$ cat config.mk
export PLATFORM = sky130hd
export DESIGN_NAME = rram_ctrl_top
export DESIGN_NICKNAME = d
export VERILOG_FILES = /design/src/source/rram_pkg.sv /design/src/source/word_ram.sv /design/src/source/host_port.sv /design/src/source/array_sequencer.sv /design/src/source/line_driver.sv /design/src/source/rram_ctrl_top.sv
export SDC_FILE = /design/constraint.sdc
export NUM_CORES = 2
export LEC_CHECK = 0
export BUFFER_PORTS_ARGS = -buffer_cell sky130_fd_sc_hd__buf_4
export CAP_MARGIN = 30
export CORE_MARGIN = 1
export CORE_UTILIZATION = 56
export CTS_CLUSTER_SIZE = 16
export DETAILED_ROUTE_END_ITERATION = 8
export GPL_TIMING_DRIVEN = 1
export HOLD_SLACK_MARGIN = 0.03
export PLACE_DENSITY = 0.85
export SLEW_MARGIN = 20
export SYNTH_ARGS = -nofsm -noshare
export SYNTH_HDL_FRONTEND = slang
export SYNTH_MEMORY_MAX_BITS = 65536
export SYNTH_SLANG_ARGS = --single-unit
export TNS_END_PERCENT = 20
$ cat constraint.sdc
create_clock -name clk -period 4.8 [get_ports clk]
set_input_delay 1.44 -clock clk [delete_from_list [all_inputs] [get_ports clk]]
set_output_delay 1.44 -clock clk [all_outputs]
set_load 0.05 [all_outputs]
$ cat src/source/rram_pkg.sv
package rram_pkg;

	localparam int LINES = 16; // Rows and columns of the crossbar
	localparam int IDX_W = $clog2(LINES);

	typedef logic [31:0] word_t;
	typedef logic [LINES-1:0] vec_t;

	// Host bus region, address bits 29..28
	localparam int REGION_LSB = 28;
	typedef enum logic [1:0] {
		REG_INSTR  = 2'd0,
		REG_RESULT = 2'd1,
		REG_INPUT  = 2'd2,
		REG_NONE   = 2'd3
	} region_t;

	// Opcode, instruction bits 31..28
	localparam int OPCODE_LSB = 28;
	typedef enum logic [3:0] {
		OP_IDLE  = 4'd0,
		OP_READ  = 4'd1,
		OP_WRITE = 4'd2,
		OP_MAC   = 4'd3
	} opcode_t;

	localparam int ROW_LSB       = 4;
	localparam int COL_LSB       = 0;
	localparam int DATA_BIT      = 8; // 1 is SET, 0 is RESET
	localparam int MAC_COUNT_LSB = 4; // Vector count minus one
	localparam int COL_SEL_BIT   = 0; // ADC column half

	typedef enum logic [3:0] {
		PH_IDLE, PH_FETCH, PH_DECODE,
		PH_RD_PRE, PH_RD_WL, PH_RD_SENSE,
		PH_WR_EN, PH_WR_DRIVE, PH_WR_REL,
		PH_MAC_LOAD, PH_MAC_CONV, PH_MAC_STORE,
		PH_DONE
	} phase_t;

endpackage

$ cat src/source/word_ram.sv
module word_ram #(
	parameter type T = logic [31:0],
	parameter int DEPTH = 64
) (
	input  logic                     clk,
	input  logic                     wr_en,
	input  logic [$clog2(DEPTH)-1:0] wr_addr,
	input  T                         wr_data,
	input  logic [$clog2(DEPTH)-1:0] rd_addr,
	output T                         rd_data
);

	T mem [DEPTH];

	always_ff @(posedge clk) begin
		if (wr_en) begin
			mem[wr_addr] <= wr_data;
		end
		rd_data <= mem[rd_addr]; // One cycle read latency
	end

endmodule

$ cat src/source/host_port.sv
module host_port #(
	parameter int PROG_DEPTH = 64,
	parameter int IBUF_DEPTH = 16,
	parameter int RBUF_DEPTH = 64
) (
	input  logic                          clk,
	input  logic                          rst,
	input  logic                          bus_we,
	input  rram_pkg::word_t               bus_addr,
	input  rram_pkg::word_t               bus_wdata,
	output rram_pkg::word_t               bus_rdata,
	input  logic [$clog2(PROG_DEPTH)-1:0] prog_addr,
	output rram_pkg::word_t               prog_data,
	input  logic [$clog2(IBUF_DEPTH)-1:0] ibuf_addr,
	output rram_pkg::vec_t                ibuf_data,
	input  logic                          res_we,
	input  logic [$clog2(RBUF_DEPTH)-1:0] res_addr,
	input  rram_pkg::word_t               res_data
);
	import rram_pkg::*;

	localparam int PA_W = $clog2(PROG_DEPTH);
	localparam int IB_W = $clog2(IBUF_DEPTH);
	localparam int RB_W = $clog2(RBUF_DEPTH);

	region_t region;
	logic prog_we;
	logic ibuf_we;
	logic host_res_we;
	logic rbuf_we;
	logic rd_sel_q;
	logic [RB_W-1:0] rbuf_waddr;
	word_t rbuf_wdata;
	word_t rbuf_q;

	assign region      = region_t'(bus_addr[REGION_LSB +: 2]);
	assign prog_we     = bus_we && (region == REG_INSTR);
	assign ibuf_we     = bus_we && (region == REG_INPUT);
	assign host_res_we = bus_we && (region == REG_RESULT);

	// Sequencer owns the result write port when both want it
	assign rbuf_we    = res_we || host_res_we;
	assign rbuf_waddr = res_we ? res_addr : bus_addr[RB_W-1:0];
	assign rbuf_wdata = res_we ? res_data : bus_wdata;

	word_ram #(.T(word_t), .DEPTH(PROG_DEPTH)) u_prog_mem (
		.clk(clk), .wr_en(prog_we), .wr_addr(bus_addr[PA_W-1:0]), .wr_data(bus_wdata),
		.rd_addr(prog_addr), .rd_data(prog_data)
	);

	word_ram #(.T(vec_t), .DEPTH(IBUF_DEPTH)) u_input_buf (
		.clk(clk), .wr_en(ibuf_we), .wr_addr(bus_addr[IB_W-1:0]),
		.wr_data(bus_wdata[LINES-1:0]), .rd_addr(ibuf_addr), .rd_data(ibuf_data)
	);

	word_ram #(.T(word_t), .DEPTH(RBUF_DEPTH)) u_result_mem (
		.clk(clk), .wr_en(rbuf_we), .wr_addr(rbuf_waddr), .wr_data(rbuf_wdata),
		.rd_addr(bus_addr[RB_W-1:0]), .rd_data(rbuf_q)
	);

	always_ff @(posedge clk or negedge rst) begin
		if (!rst) begin
			rd_sel_q <= 1'b0;
		end else begin
			rd_sel_q <= !bus_we && (region == REG_RESULT);
		end
	end

	assign bus_rdata = rd_sel_q ? rbuf_q : '0; // Zero outside result reads

endmodule

$ cat src/source/array_sequencer.sv
module array_sequencer #(
	parameter int PROG_DEPTH = 64,
	parameter int IBUF_DEPTH = 16,
	parameter int RBUF_DEPTH = 64
) (
	input  logic                          clk,
	input  logic                          rst,
	input  logic                          run,
	output logic                          busy,
	output logic                          done,
	output logic [$clog2(PROG_DEPTH)-1:0] prog_addr,
	input  rram_pkg::word_t               prog_data,
	output logic [$clog2(IBUF_DEPTH)-1:0] ibuf_addr,
	input  rram_pkg::vec_t                ibuf_data,
	output logic                          res_we,
	output logic [$clog2(RBUF_DEPTH)-1:0] res_addr,
	output rram_pkg::word_t               res_data,
	input  rram_pkg::vec_t                csa,
	input  rram_pkg::vec_t                adc_out0,
	input  rram_pkg::vec_t                adc_out1,
	input  rram_pkg::vec_t                adc_out2,
	output rram_pkg::phase_t              phase,
	output logic [rram_pkg::IDX_W-1:0]    row,
	output logic [rram_pkg::IDX_W-1:0]    col,
	output logic                          set_bit,
	output rram_pkg::vec_t                wl_vec,
	output logic                          col_sel
);
	import rram_pkg::*;

	localparam int PA_W = $clog2(PROG_DEPTH);
	localparam int IB_W = $clog2(IBUF_DEPTH);
	localparam int RB_W = $clog2(RBUF_DEPTH);

	logic run_q;
	logic [PA_W-1:0] pc;
	logic [IB_W-1:0] vec_idx;
	logic [IB_W-1:0] mac_cnt;
	logic [RB_W-1:0] res_ptr;
	opcode_t opcode;
	word_t mac_word;
	logic [7:0] half0;
	logic [7:0] half1;
	logic [7:0] half2;

	assign opcode    = opcode_t'(prog_data[OPCODE_LSB +: 4]);
	assign prog_addr = pc;
	assign ibuf_addr = vec_idx;
	assign wl_vec    = ibuf_data; // Valid from MAC_CONV on

	//////////////////////////////////////////////////////////////////////
	// Result words

	assign half0 = col_sel ? adc_out0[15:8] : adc_out0[7:0];
	assign half1 = col_sel ? adc_out1[15:8] : adc_out1[7:0];
	assign half2 = col_sel ? adc_out2[15:8] : adc_out2[7:0];

	// Each nibble is {adc0, adc1, adc2, 1}
	always_comb begin
		mac_word = '0;
		for (int g = 0; g < 8; g++) begin
			mac_word[4*g]   = 1'b1;
			mac_word[4*g+1] = half2[g];
			mac_word[4*g+2] = half1[g];
			mac_word[4*g+3] = half0[g];
		end
	end

	assign res_we   = (phase == PH_RD_SENSE) || (phase == PH_MAC_STORE);
	assign res_addr = res_ptr;
	assign res_data = (phase == PH_MAC_STORE) ? mac_word : word_t'(csa);

	//////////////////////////////////////////////////////////////////////
	// Phase machine

	always_ff @(posedge clk or negedge rst) begin
		if (!rst) begin
			phase   <= PH_IDLE;
			run_q   <= 1'b0;
			busy    <= 1'b0;
			done    <= 1'b0;
			pc      <= '0;
			vec_idx <= '0;
			res_ptr <= '0;
		end else begin
			run_q <= run;
			if (res_we) begin
				res_ptr <= res_ptr + 1'b1;
			end
			case (phase)
				PH_IDLE: begin
					if (run && !run_q) begin
						phase   <= PH_FETCH;
						busy    <= 1'b1;
						pc      <= '0;
						res_ptr <= '0;
					end
				end
				PH_FETCH: phase <= PH_DECODE; // Memory read in flight
				PH_DECODE: begin
					pc      <= pc + 1'b1;
					vec_idx <= '0;
					case (opcode)
						OP_READ:  phase <= PH_RD_PRE;
						OP_WRITE: phase <= PH_WR_EN;
						OP_MAC:   phase <= PH_MAC_LOAD;
						default: begin // IDLE and unknown opcodes end the program
							phase <= PH_DONE;
							busy  <= 1'b0;
							done  <= 1'b1;
						end
					endcase
				end
				PH_RD_PRE:   phase <= PH_RD_WL;
				PH_RD_WL:    phase <= PH_RD_SENSE;
				PH_RD_SENSE: phase <= PH_FETCH;
				PH_WR_EN:    phase <= PH_WR_DRIVE;
				PH_WR_DRIVE: phase <= PH_WR_REL;
				PH_WR_REL:   phase <= PH_FETCH;
				PH_MAC_LOAD: phase <= PH_MAC_CONV;
				PH_MAC_CONV: phase <= PH_MAC_STORE;
				PH_MAC_STORE: begin
					vec_idx <= vec_idx + 1'b1;
					phase   <= (vec_idx == mac_cnt) ? PH_FETCH : PH_MAC_LOAD;
				end
				PH_DONE: begin
					if (!run) begin
						phase <= PH_IDLE;
						done  <= 1'b0;
					end
				end
				default: phase <= PH_IDLE;
			endcase
		end
	end

	// Instruction fields, held for the whole instruction
	always_ff @(posedge clk) begin
		if (phase == PH_DECODE) begin
			row     <= prog_data[ROW_LSB +: IDX_W];
			col     <= prog_data[COL_LSB +: IDX_W];
			set_bit <= prog_data[DATA_BIT];
			col_sel <= prog_data[COL_SEL_BIT];
			mac_cnt <= prog_data[MAC_COUNT_LSB +: IB_W];
		end
	end

endmodule

$ cat src/source/line_driver.sv
module line_driver (
	input  logic                       clk,
	input  logic                       rst,
	input  rram_pkg::phase_t           phase,
	input  logic [rram_pkg::IDX_W-1:0] row,
	input  logic [rram_pkg::IDX_W-1:0] col,
	input  logic                       set_bit,
	input  rram_pkg::vec_t             wl_vec,
	input  logic                       col_sel,
	output logic                       enable_csa,
	output logic                       enable_adc,
	output logic                       enable_wl,
	output logic                       enable_sl,
	output logic                       enable_bl,
	output logic                       pre,
	output logic                       saen_csa,
	output logic [1:0]                 clk_en_adc,
	output rram_pkg::vec_t             in0_wl,
	output rram_pkg::vec_t             in1_wl,
	output rram_pkg::vec_t             in0_bl,
	output rram_pkg::vec_t             in1_bl,
	output rram_pkg::vec_t             in0_sl,
	output rram_pkg::vec_t             in1_sl
);
	import rram_pkg::*;

	vec_t sel_row;
	vec_t sel_col;

	assign sel_row = vec_t'(1) << row;
	assign sel_col = vec_t'(1) << col;

	//////////////////////////////////////////////////////////////////////
	// Code 11 grounds a line

	always_ff @(posedge clk or negedge rst) begin
		if (!rst) begin
			{enable_csa, enable_adc, enable_wl, enable_sl, enable_bl} <= '0;
			pre        <= 1'b1;
			saen_csa   <= 1'b0;
			clk_en_adc <= '0;
			{in0_wl, in1_wl, in0_bl, in1_bl, in0_sl, in1_sl} <= '1;
		end else begin
			case (phase)
				PH_RD_PRE: begin
					enable_csa <= 1'b1;
					{enable_wl, enable_sl, enable_bl} <= '0;
					pre      <= 1'b0; // Precharge
					saen_csa <= 1'b1;
					in0_bl   <= '0;
					{in1_bl, in0_sl, in1_sl} <= '1;
					in0_wl   <= ~sel_row; // 00 on the row being read
					in1_wl   <= ~sel_row;
				end
				PH_RD_WL: begin
					pre       <= 1'b1;
					enable_wl <= 1'b1;
					enable_bl <= 1'b1;
				end
				PH_RD_SENSE: saen_csa <= 1'b1;
				PH_WR_EN: {enable_wl, enable_sl, enable_bl} <= '1;
				PH_WR_DRIVE: begin
					in0_wl <= ~sel_row; // 01 is the write level
					in1_wl <= '1;
					if (set_bit) begin // SET, bit line 00 and source line grounded
						in0_bl <= ~sel_col;
						in1_bl <= ~sel_col;
						{in0_sl, in1_sl} <= '1;
					end else begin
						{in0_bl, in1_bl} <= '1;
						in0_sl <= ~sel_col; // RESET drives 01 on the source line
						in1_sl <= '1;
					end
				end
				PH_MAC_LOAD: begin
					enable_adc <= 1'b1;
					{enable_wl, enable_sl, enable_bl} <= '0;
					pre        <= 1'b0;
					clk_en_adc <= '0;
					in0_bl     <= '0;
					{in1_bl, in0_sl, in1_sl} <= '1;
				end
				PH_MAC_CONV: begin
					pre        <= 1'b1;
					enable_wl  <= 1'b1;
					enable_bl  <= 1'b1;
					in0_wl     <= ~wl_vec; // Input bit 1 gives 01
					in1_wl     <= '1;
					clk_en_adc <= col_sel ? 2'b10 : 2'b01;
				end
				PH_MAC_STORE: clk_en_adc <= '0;
				default: begin // Park the array
					{enable_csa, enable_adc, enable_wl, enable_sl, enable_bl} <= '0;
					pre        <= 1'b1;
					saen_csa   <= 1'b0;
					clk_en_adc <= '0;
					{in0_wl, in1_wl, in0_bl, in1_bl, in0_sl, in1_sl} <= '1;
				end
			endcase
		end
	end

endmodule

$ cat src/source/rram_ctrl_top.sv
module rram_ctrl_top #(
	parameter int PROG_DEPTH = 64,
	parameter int IBUF_DEPTH = 16,
	parameter int RBUF_DEPTH = 64
) (
	input  logic            clk,
	input  logic            rst,
	input  logic            bus_we,
	input  rram_pkg::word_t bus_addr,
	input  rram_pkg::word_t bus_wdata,
	output rram_pkg::word_t bus_rdata,
	input  logic            run,
	output logic            busy,
	output logic            done,
	input  rram_pkg::vec_t  csa,
	input  rram_pkg::vec_t  adc_out0,
	input  rram_pkg::vec_t  adc_out1,
	input  rram_pkg::vec_t  adc_out2,
	output logic            enable_csa,
	output logic            enable_adc,
	output logic            enable_wl,
	output logic            enable_sl,
	output logic            enable_bl,
	output logic            pre,
	output logic            saen_csa,
	output logic [1:0]      clk_en_adc,
	output rram_pkg::vec_t  in0_wl,
	output rram_pkg::vec_t  in1_wl,
	output rram_pkg::vec_t  in0_bl,
	output rram_pkg::vec_t  in1_bl,
	output rram_pkg::vec_t  in0_sl,
	output rram_pkg::vec_t  in1_sl
);
	import rram_pkg::*;

	logic [$clog2(PROG_DEPTH)-1:0] prog_addr;
	logic [$clog2(IBUF_DEPTH)-1:0] ibuf_addr;
	logic [$clog2(RBUF_DEPTH)-1:0] res_addr;
	word_t prog_data;
	word_t res_data;
	vec_t ibuf_data;
	vec_t wl_vec;
	logic res_we;
	logic set_bit;
	logic col_sel;
	logic [IDX_W-1:0] row;
	logic [IDX_W-1:0] col;
	phase_t phase;

	host_port #(.PROG_DEPTH(PROG_DEPTH), .IBUF_DEPTH(IBUF_DEPTH), .RBUF_DEPTH(RBUF_DEPTH)) u_host (
		.clk(clk), .rst(rst),
		.bus_we(bus_we), .bus_addr(bus_addr), .bus_wdata(bus_wdata), .bus_rdata(bus_rdata),
		.prog_addr(prog_addr), .prog_data(prog_data),
		.ibuf_addr(ibuf_addr), .ibuf_data(ibuf_data),
		.res_we(res_we), .res_addr(res_addr), .res_data(res_data)
	);

	array_sequencer #(
		.PROG_DEPTH(PROG_DEPTH), .IBUF_DEPTH(IBUF_DEPTH), .RBUF_DEPTH(RBUF_DEPTH)
	) u_seq (
		.clk(clk), .rst(rst), .run(run), .busy(busy), .done(done),
		.prog_addr(prog_addr), .prog_data(prog_data),
		.ibuf_addr(ibuf_addr), .ibuf_data(ibuf_data),
		.res_we(res_we), .res_addr(res_addr), .res_data(res_data),
		.csa(csa), .adc_out0(adc_out0), .adc_out1(adc_out1), .adc_out2(adc_out2),
		.phase(phase), .row(row), .col(col), .set_bit(set_bit),
		.wl_vec(wl_vec), .col_sel(col_sel)
	);

	line_driver u_lines (
		.clk(clk), .rst(rst),
		.phase(phase), .row(row), .col(col), .set_bit(set_bit),
		.wl_vec(wl_vec), .col_sel(col_sel),
		.enable_csa(enable_csa), .enable_adc(enable_adc), .enable_wl(enable_wl),
		.enable_sl(enable_sl), .enable_bl(enable_bl),
		.pre(pre), .saen_csa(saen_csa), .clk_en_adc(clk_en_adc),
		.in0_wl(in0_wl), .in1_wl(in1_wl), .in0_bl(in0_bl), .in1_bl(in1_bl),
		.in0_sl(in0_sl), .in1_sl(in1_sl)
	);

endmodule

==> metrics.md <==
| Metric | Value |
|---|---|
| Post-CTS setup buffers | `0` |
| Clock Tree Buf Depth | `4` |
| Total CTS buffers | `~320` |
| TritonCTS sink count | `3318` |
| Routability Congestion | `0.860` |
| Power Dens Cells | `482 nW/um2` |
| Most used DFF post-synth | `edfxtp_1` |
| RSZ-0062 raised after global routing | `no` |
| Cell with the most instances after synthesis | `edfxtp_1` |
| Worst setup EP type | `flip-flop` |
| Post-CTS Resized | `0` |
| Lkg Pwr | `45.5 nW` |
| Fin. Hold Viols | `0` |
| Post-synthesis register bit count | `around 3300` |
| Layout cells sized above 1 | `0.304` |
| R2R Path End | `u_host.u_result_mem.mem[39][21]` |
| Total track usage | `0.327` |
| Via count | `~70000` |
| CTS tree | `done` |
| Antenna Nets Post-Route | `0` |
| Synthesis Warnings | `0` |
| Comb pwr share | `0.148` |
| WHS Endpoint | `u_seq.row[2]` |
| DIE HEIGHT | `about 480 um` |
| Worst-margin pin slew | `between 1 and 1.5 ns` |
| Post-synthesis sequential area ratio | `0.780` |
| IO Pins | `between 200 and 300` |
| Setup TNS | `0 ns` |
| First-pass GRT wire length | `around 520000 um` |
| Hold Path Cell Cnt | `0` |
| Worst Slack Setup Final | `0.767 ns` |
| Post-Syn Area | `between 100000 and 150000 um2` |
| Internal | `just over 50 mW` |
| Fmax | `between 0.2 and 0.25 GHz` |
| Crit path required time | `between 5 and 6 ns` |
| FF-to-FF path depth | `7` |
| Area leader, netlist | `edfxtp_1` |
| # rows | `approximately 170` |
| Post-place setup slack | `between 0.4 and 0.5 ns` |
| Die width | `~480 um` |
| Switch Pwr | `between 15 and 20 mW` |
| Dpl cells | `between 9000 and 10000` |
| # hold bufs at CTS | `0` |
| Max Cap Viol | `0` |
| Final setup viols | `0` |
| CTS H-Tree Depth | `5` |
| Final Skew | `0.0488 ns` |
| Clk Tree Root Cell | `clkbuf_16` |
| Fin nets | `approximately 6500` |
| R2R setup slack | `approximately 0.77 ns` |
| # DRC | `0` |
| Routed WL | `roughly 380000 um` |
| Pwr Total | `69.7 mW` |
| PortBufs | `230` |
| Clock power frac | `0.362` |
| DR vias/cell | `between 7 and 8` |
| Distinct cells, synth | `between 60 and 70` |
| EDFF count, synth | `3145` |
| Avg Inst Size Synth | `21.6 um2` |
| Largest net degree at the start of global routing | `112` |
| Initial core utilization | `0.563` |
| Clk slew on worst S/H paths | `~0.07 ns` |
| Initial antenna violation count | `42` |
| Vias in the first global route | `70427` |
| DIE AREA | `roughly 230000 um2` |
| Number of non-filler instances in the completed layout | `roughly 9600` |
| GRT Residual Overflow | `0` |
| FF-to-FF Start | `u_seq.phase[2]` |
| FFs w/ async S/R, synth | `0.0338` |
| Sequential power share | `0.491` |
| Top area cells in the synthesized netlist | `edfxtp_1 75%, mux4_2 14%, dfstp_2 1.7%` |
| Critical Path Max Stage Delay | `0.92 ns` |
| Worst Hold Launch | `u_host.u_prog_mem.rd_data[6]` |
| Hold_ws | `0.411 ns` |
| Min cycle time layout | `about 4 ns` |
| Worst vdd ir | `0.481 mV` |
| DR WL/cell | `39.1 um` |
| Crit Path Max Fanout | `26` |
| Critical path class | `flip-flop to flip-flop` |
| Post-synth top cells | `3145 x edfxtp_1, 797 x mux4_2, 277 x a22oi_1` |
| CP Cell Sequence | `nor2b_1 -> o21a_1 -> o221ai_1 -> or3_1 -> buf_4 -> nor2_4 -> buf_12` |
| Period utilization | `0.840` |
| Hold Crit Class | `flip-flop to flip-flop` |
| WP data arrival | `~4.6 ns` |
| Iteration-0 DRC Markers | `12051` |
| Max_slew headroom | `0.273` |
| Core Region | `roughly 220000 um2` |
| Synthesized instance count | `approximately 6000` |
| Synth-to-Final Area Change | `14.5%` |
| Top cell type's share of synthesized area | `0.747` |
| DR pass1 iterations | `8` |
| HPWL Detailed | `between 150000 and 200000 um` |
| CP startpoint kind | `flip-flop` |
| Worst-skew pair later-pin latency | `0.94 ns` |
| Switching part of the total | `0.265` |
| CP max-delay cell | `or3_1` |
| Status | `completed` |
| Slew Limit Fails | `0` |
[stage by stage]
| step | cell area [um2] | utilization |
|---|---|---|
| 3_3_place_gp | 134000 | 0.598 |
| 3_5_place_dp | 134000 | 0.599 |
| 2_1_floorplan | 126000 | - |
| 5_1_grt | 145000 | 0.644 |
| 4_1_cts | 145000 | 0.644 |
| 6_report | 145000 | 0.644 |
[power groups by stage]
stage | Combinational, mW | Clock, mW | Sequential [mW]
final | 10.3 | 25.2 | 34.2
after global routing | 10.5 | 26.2 | 34.2
after CTS | 10.1 | 25.2 | 34.1
after detailed placement | 9.73 | 0 | 34.7
after global placement | 9.26 | 0 | 34.7
after floorplan | 5.60 | 0 | 34.9
[layout by cell type (no fill, tap or decap), drive strengths merged, types with 8 or more instances in the layout]
cell / count
mux4: 797
a31oi: 19
o221ai: 11
clkbuf: 394
a22o: 16
or4: 34
nand2b: 17
dfxtp: 61
mux2i: 65
nor2: 228
diode: 11
o22a: 29
a21oi: 170
clkinvlp: 12
dfrtp: 31
bufinv: 28
nor3: 8
o21ai: 84
clkinv: 115
buf: 569
nor2b: 32
dfstp: 81
and2: 38
edfxtp: 3145
conb: 16
nand2: 136
o2bb2ai: 9
nand3b: 10
nand3: 25
o22ai: 29
a22oi: 277
inv: 17
a211oi: 25
[worst max-delay path: cells and delay by family, from the launching register on]
| family | cells | cell delay, ns |
|---|---|---|
| AO/OA/AOI/OAI | 2 | 0.83 |
| buffers and inverters | 2 | 0.62 |
| flip-flops | 1 | 0.69 |
| AND/OR/NAND/NOR | 3 | 1.52 |
[per-layer routing]
metal,global-route usage,wire [um],share of wire,vias to the layer above
met5,0,187,0.00050,-
met4,0.202,29000,0.077,28
met3,0.0774,47600,0.13,1547
met2,0.539,185000,0.49,7214
met1,0.391,114000,0.30,35339
li1,-,-,-,25599
[worst max path at each step]
stage / slack, ns / startpoint / depth (start not counted) / to
6_report: 0.77 / u_seq.phase[2] / 7 / u_host.u_result_mem.mem[39][21]
5_1_grt: 0.73 / u_seq.phase[1] / 6 / u_host.u_result_mem.mem[24][22]
4_1_cts: 0.67 / u_host.rd_sel_q / 2 / bus_rdata[25]
3_5_place_dp: 0.46 / bus_addr[1] / 8 / u_host.u_result_mem.mem[39][28]
3_3_place_gp: 0.51 / bus_addr[0] / 8 / u_host.u_result_mem.mem[39][22]
2_1_floorplan: 0.06 / adc_out2[12] / 2 / u_host.u_result_mem.mem[0][17]
[kinds of logic (layout without fill, tap and decap cells)]
group / Yosys count / count (layout) / synth area share
XOR/XNOR: 11 / 11 / 0.000762
AO/OA/AOI/OAI: 699 / 699 / 0.0369
multiplexers: 863 / 863 / 0.147
adder cells (fa/ha/maj): 3 / 3 / 0.000297
flip-flops: 3318 / 3318 / 0.780
AND/OR/NAND/NOR: 577 / 577 / 0.0221
buffers and inverters: 369 / 1135 / 0.0131
other: 1 / 27 / 0.0000297
[sequential cells by signal (all words and copies together), names as in the netlist, 32 cells and up]
signal,count
u_host.u_result_mem.mem,2048
u_host.u_prog_mem.mem,832
u_host.u_input_buf.mem,256
u_host.u_result_mem.rd_data,32
[cell type report]
class	count	area, um2
Sequential cell	3318	98600
Clock buffer	394	8620
Inverter	11	41.3
Fill cell	13267	80000
Multi-Input combinational cell	2169	27100
Clock inverter	161	1530
Antenna cell	11	27.5
Tap cell	2992	3740
Timing Repair Buffer	569	5030
No activity file was read; power rests on OpenSTA's default activity.
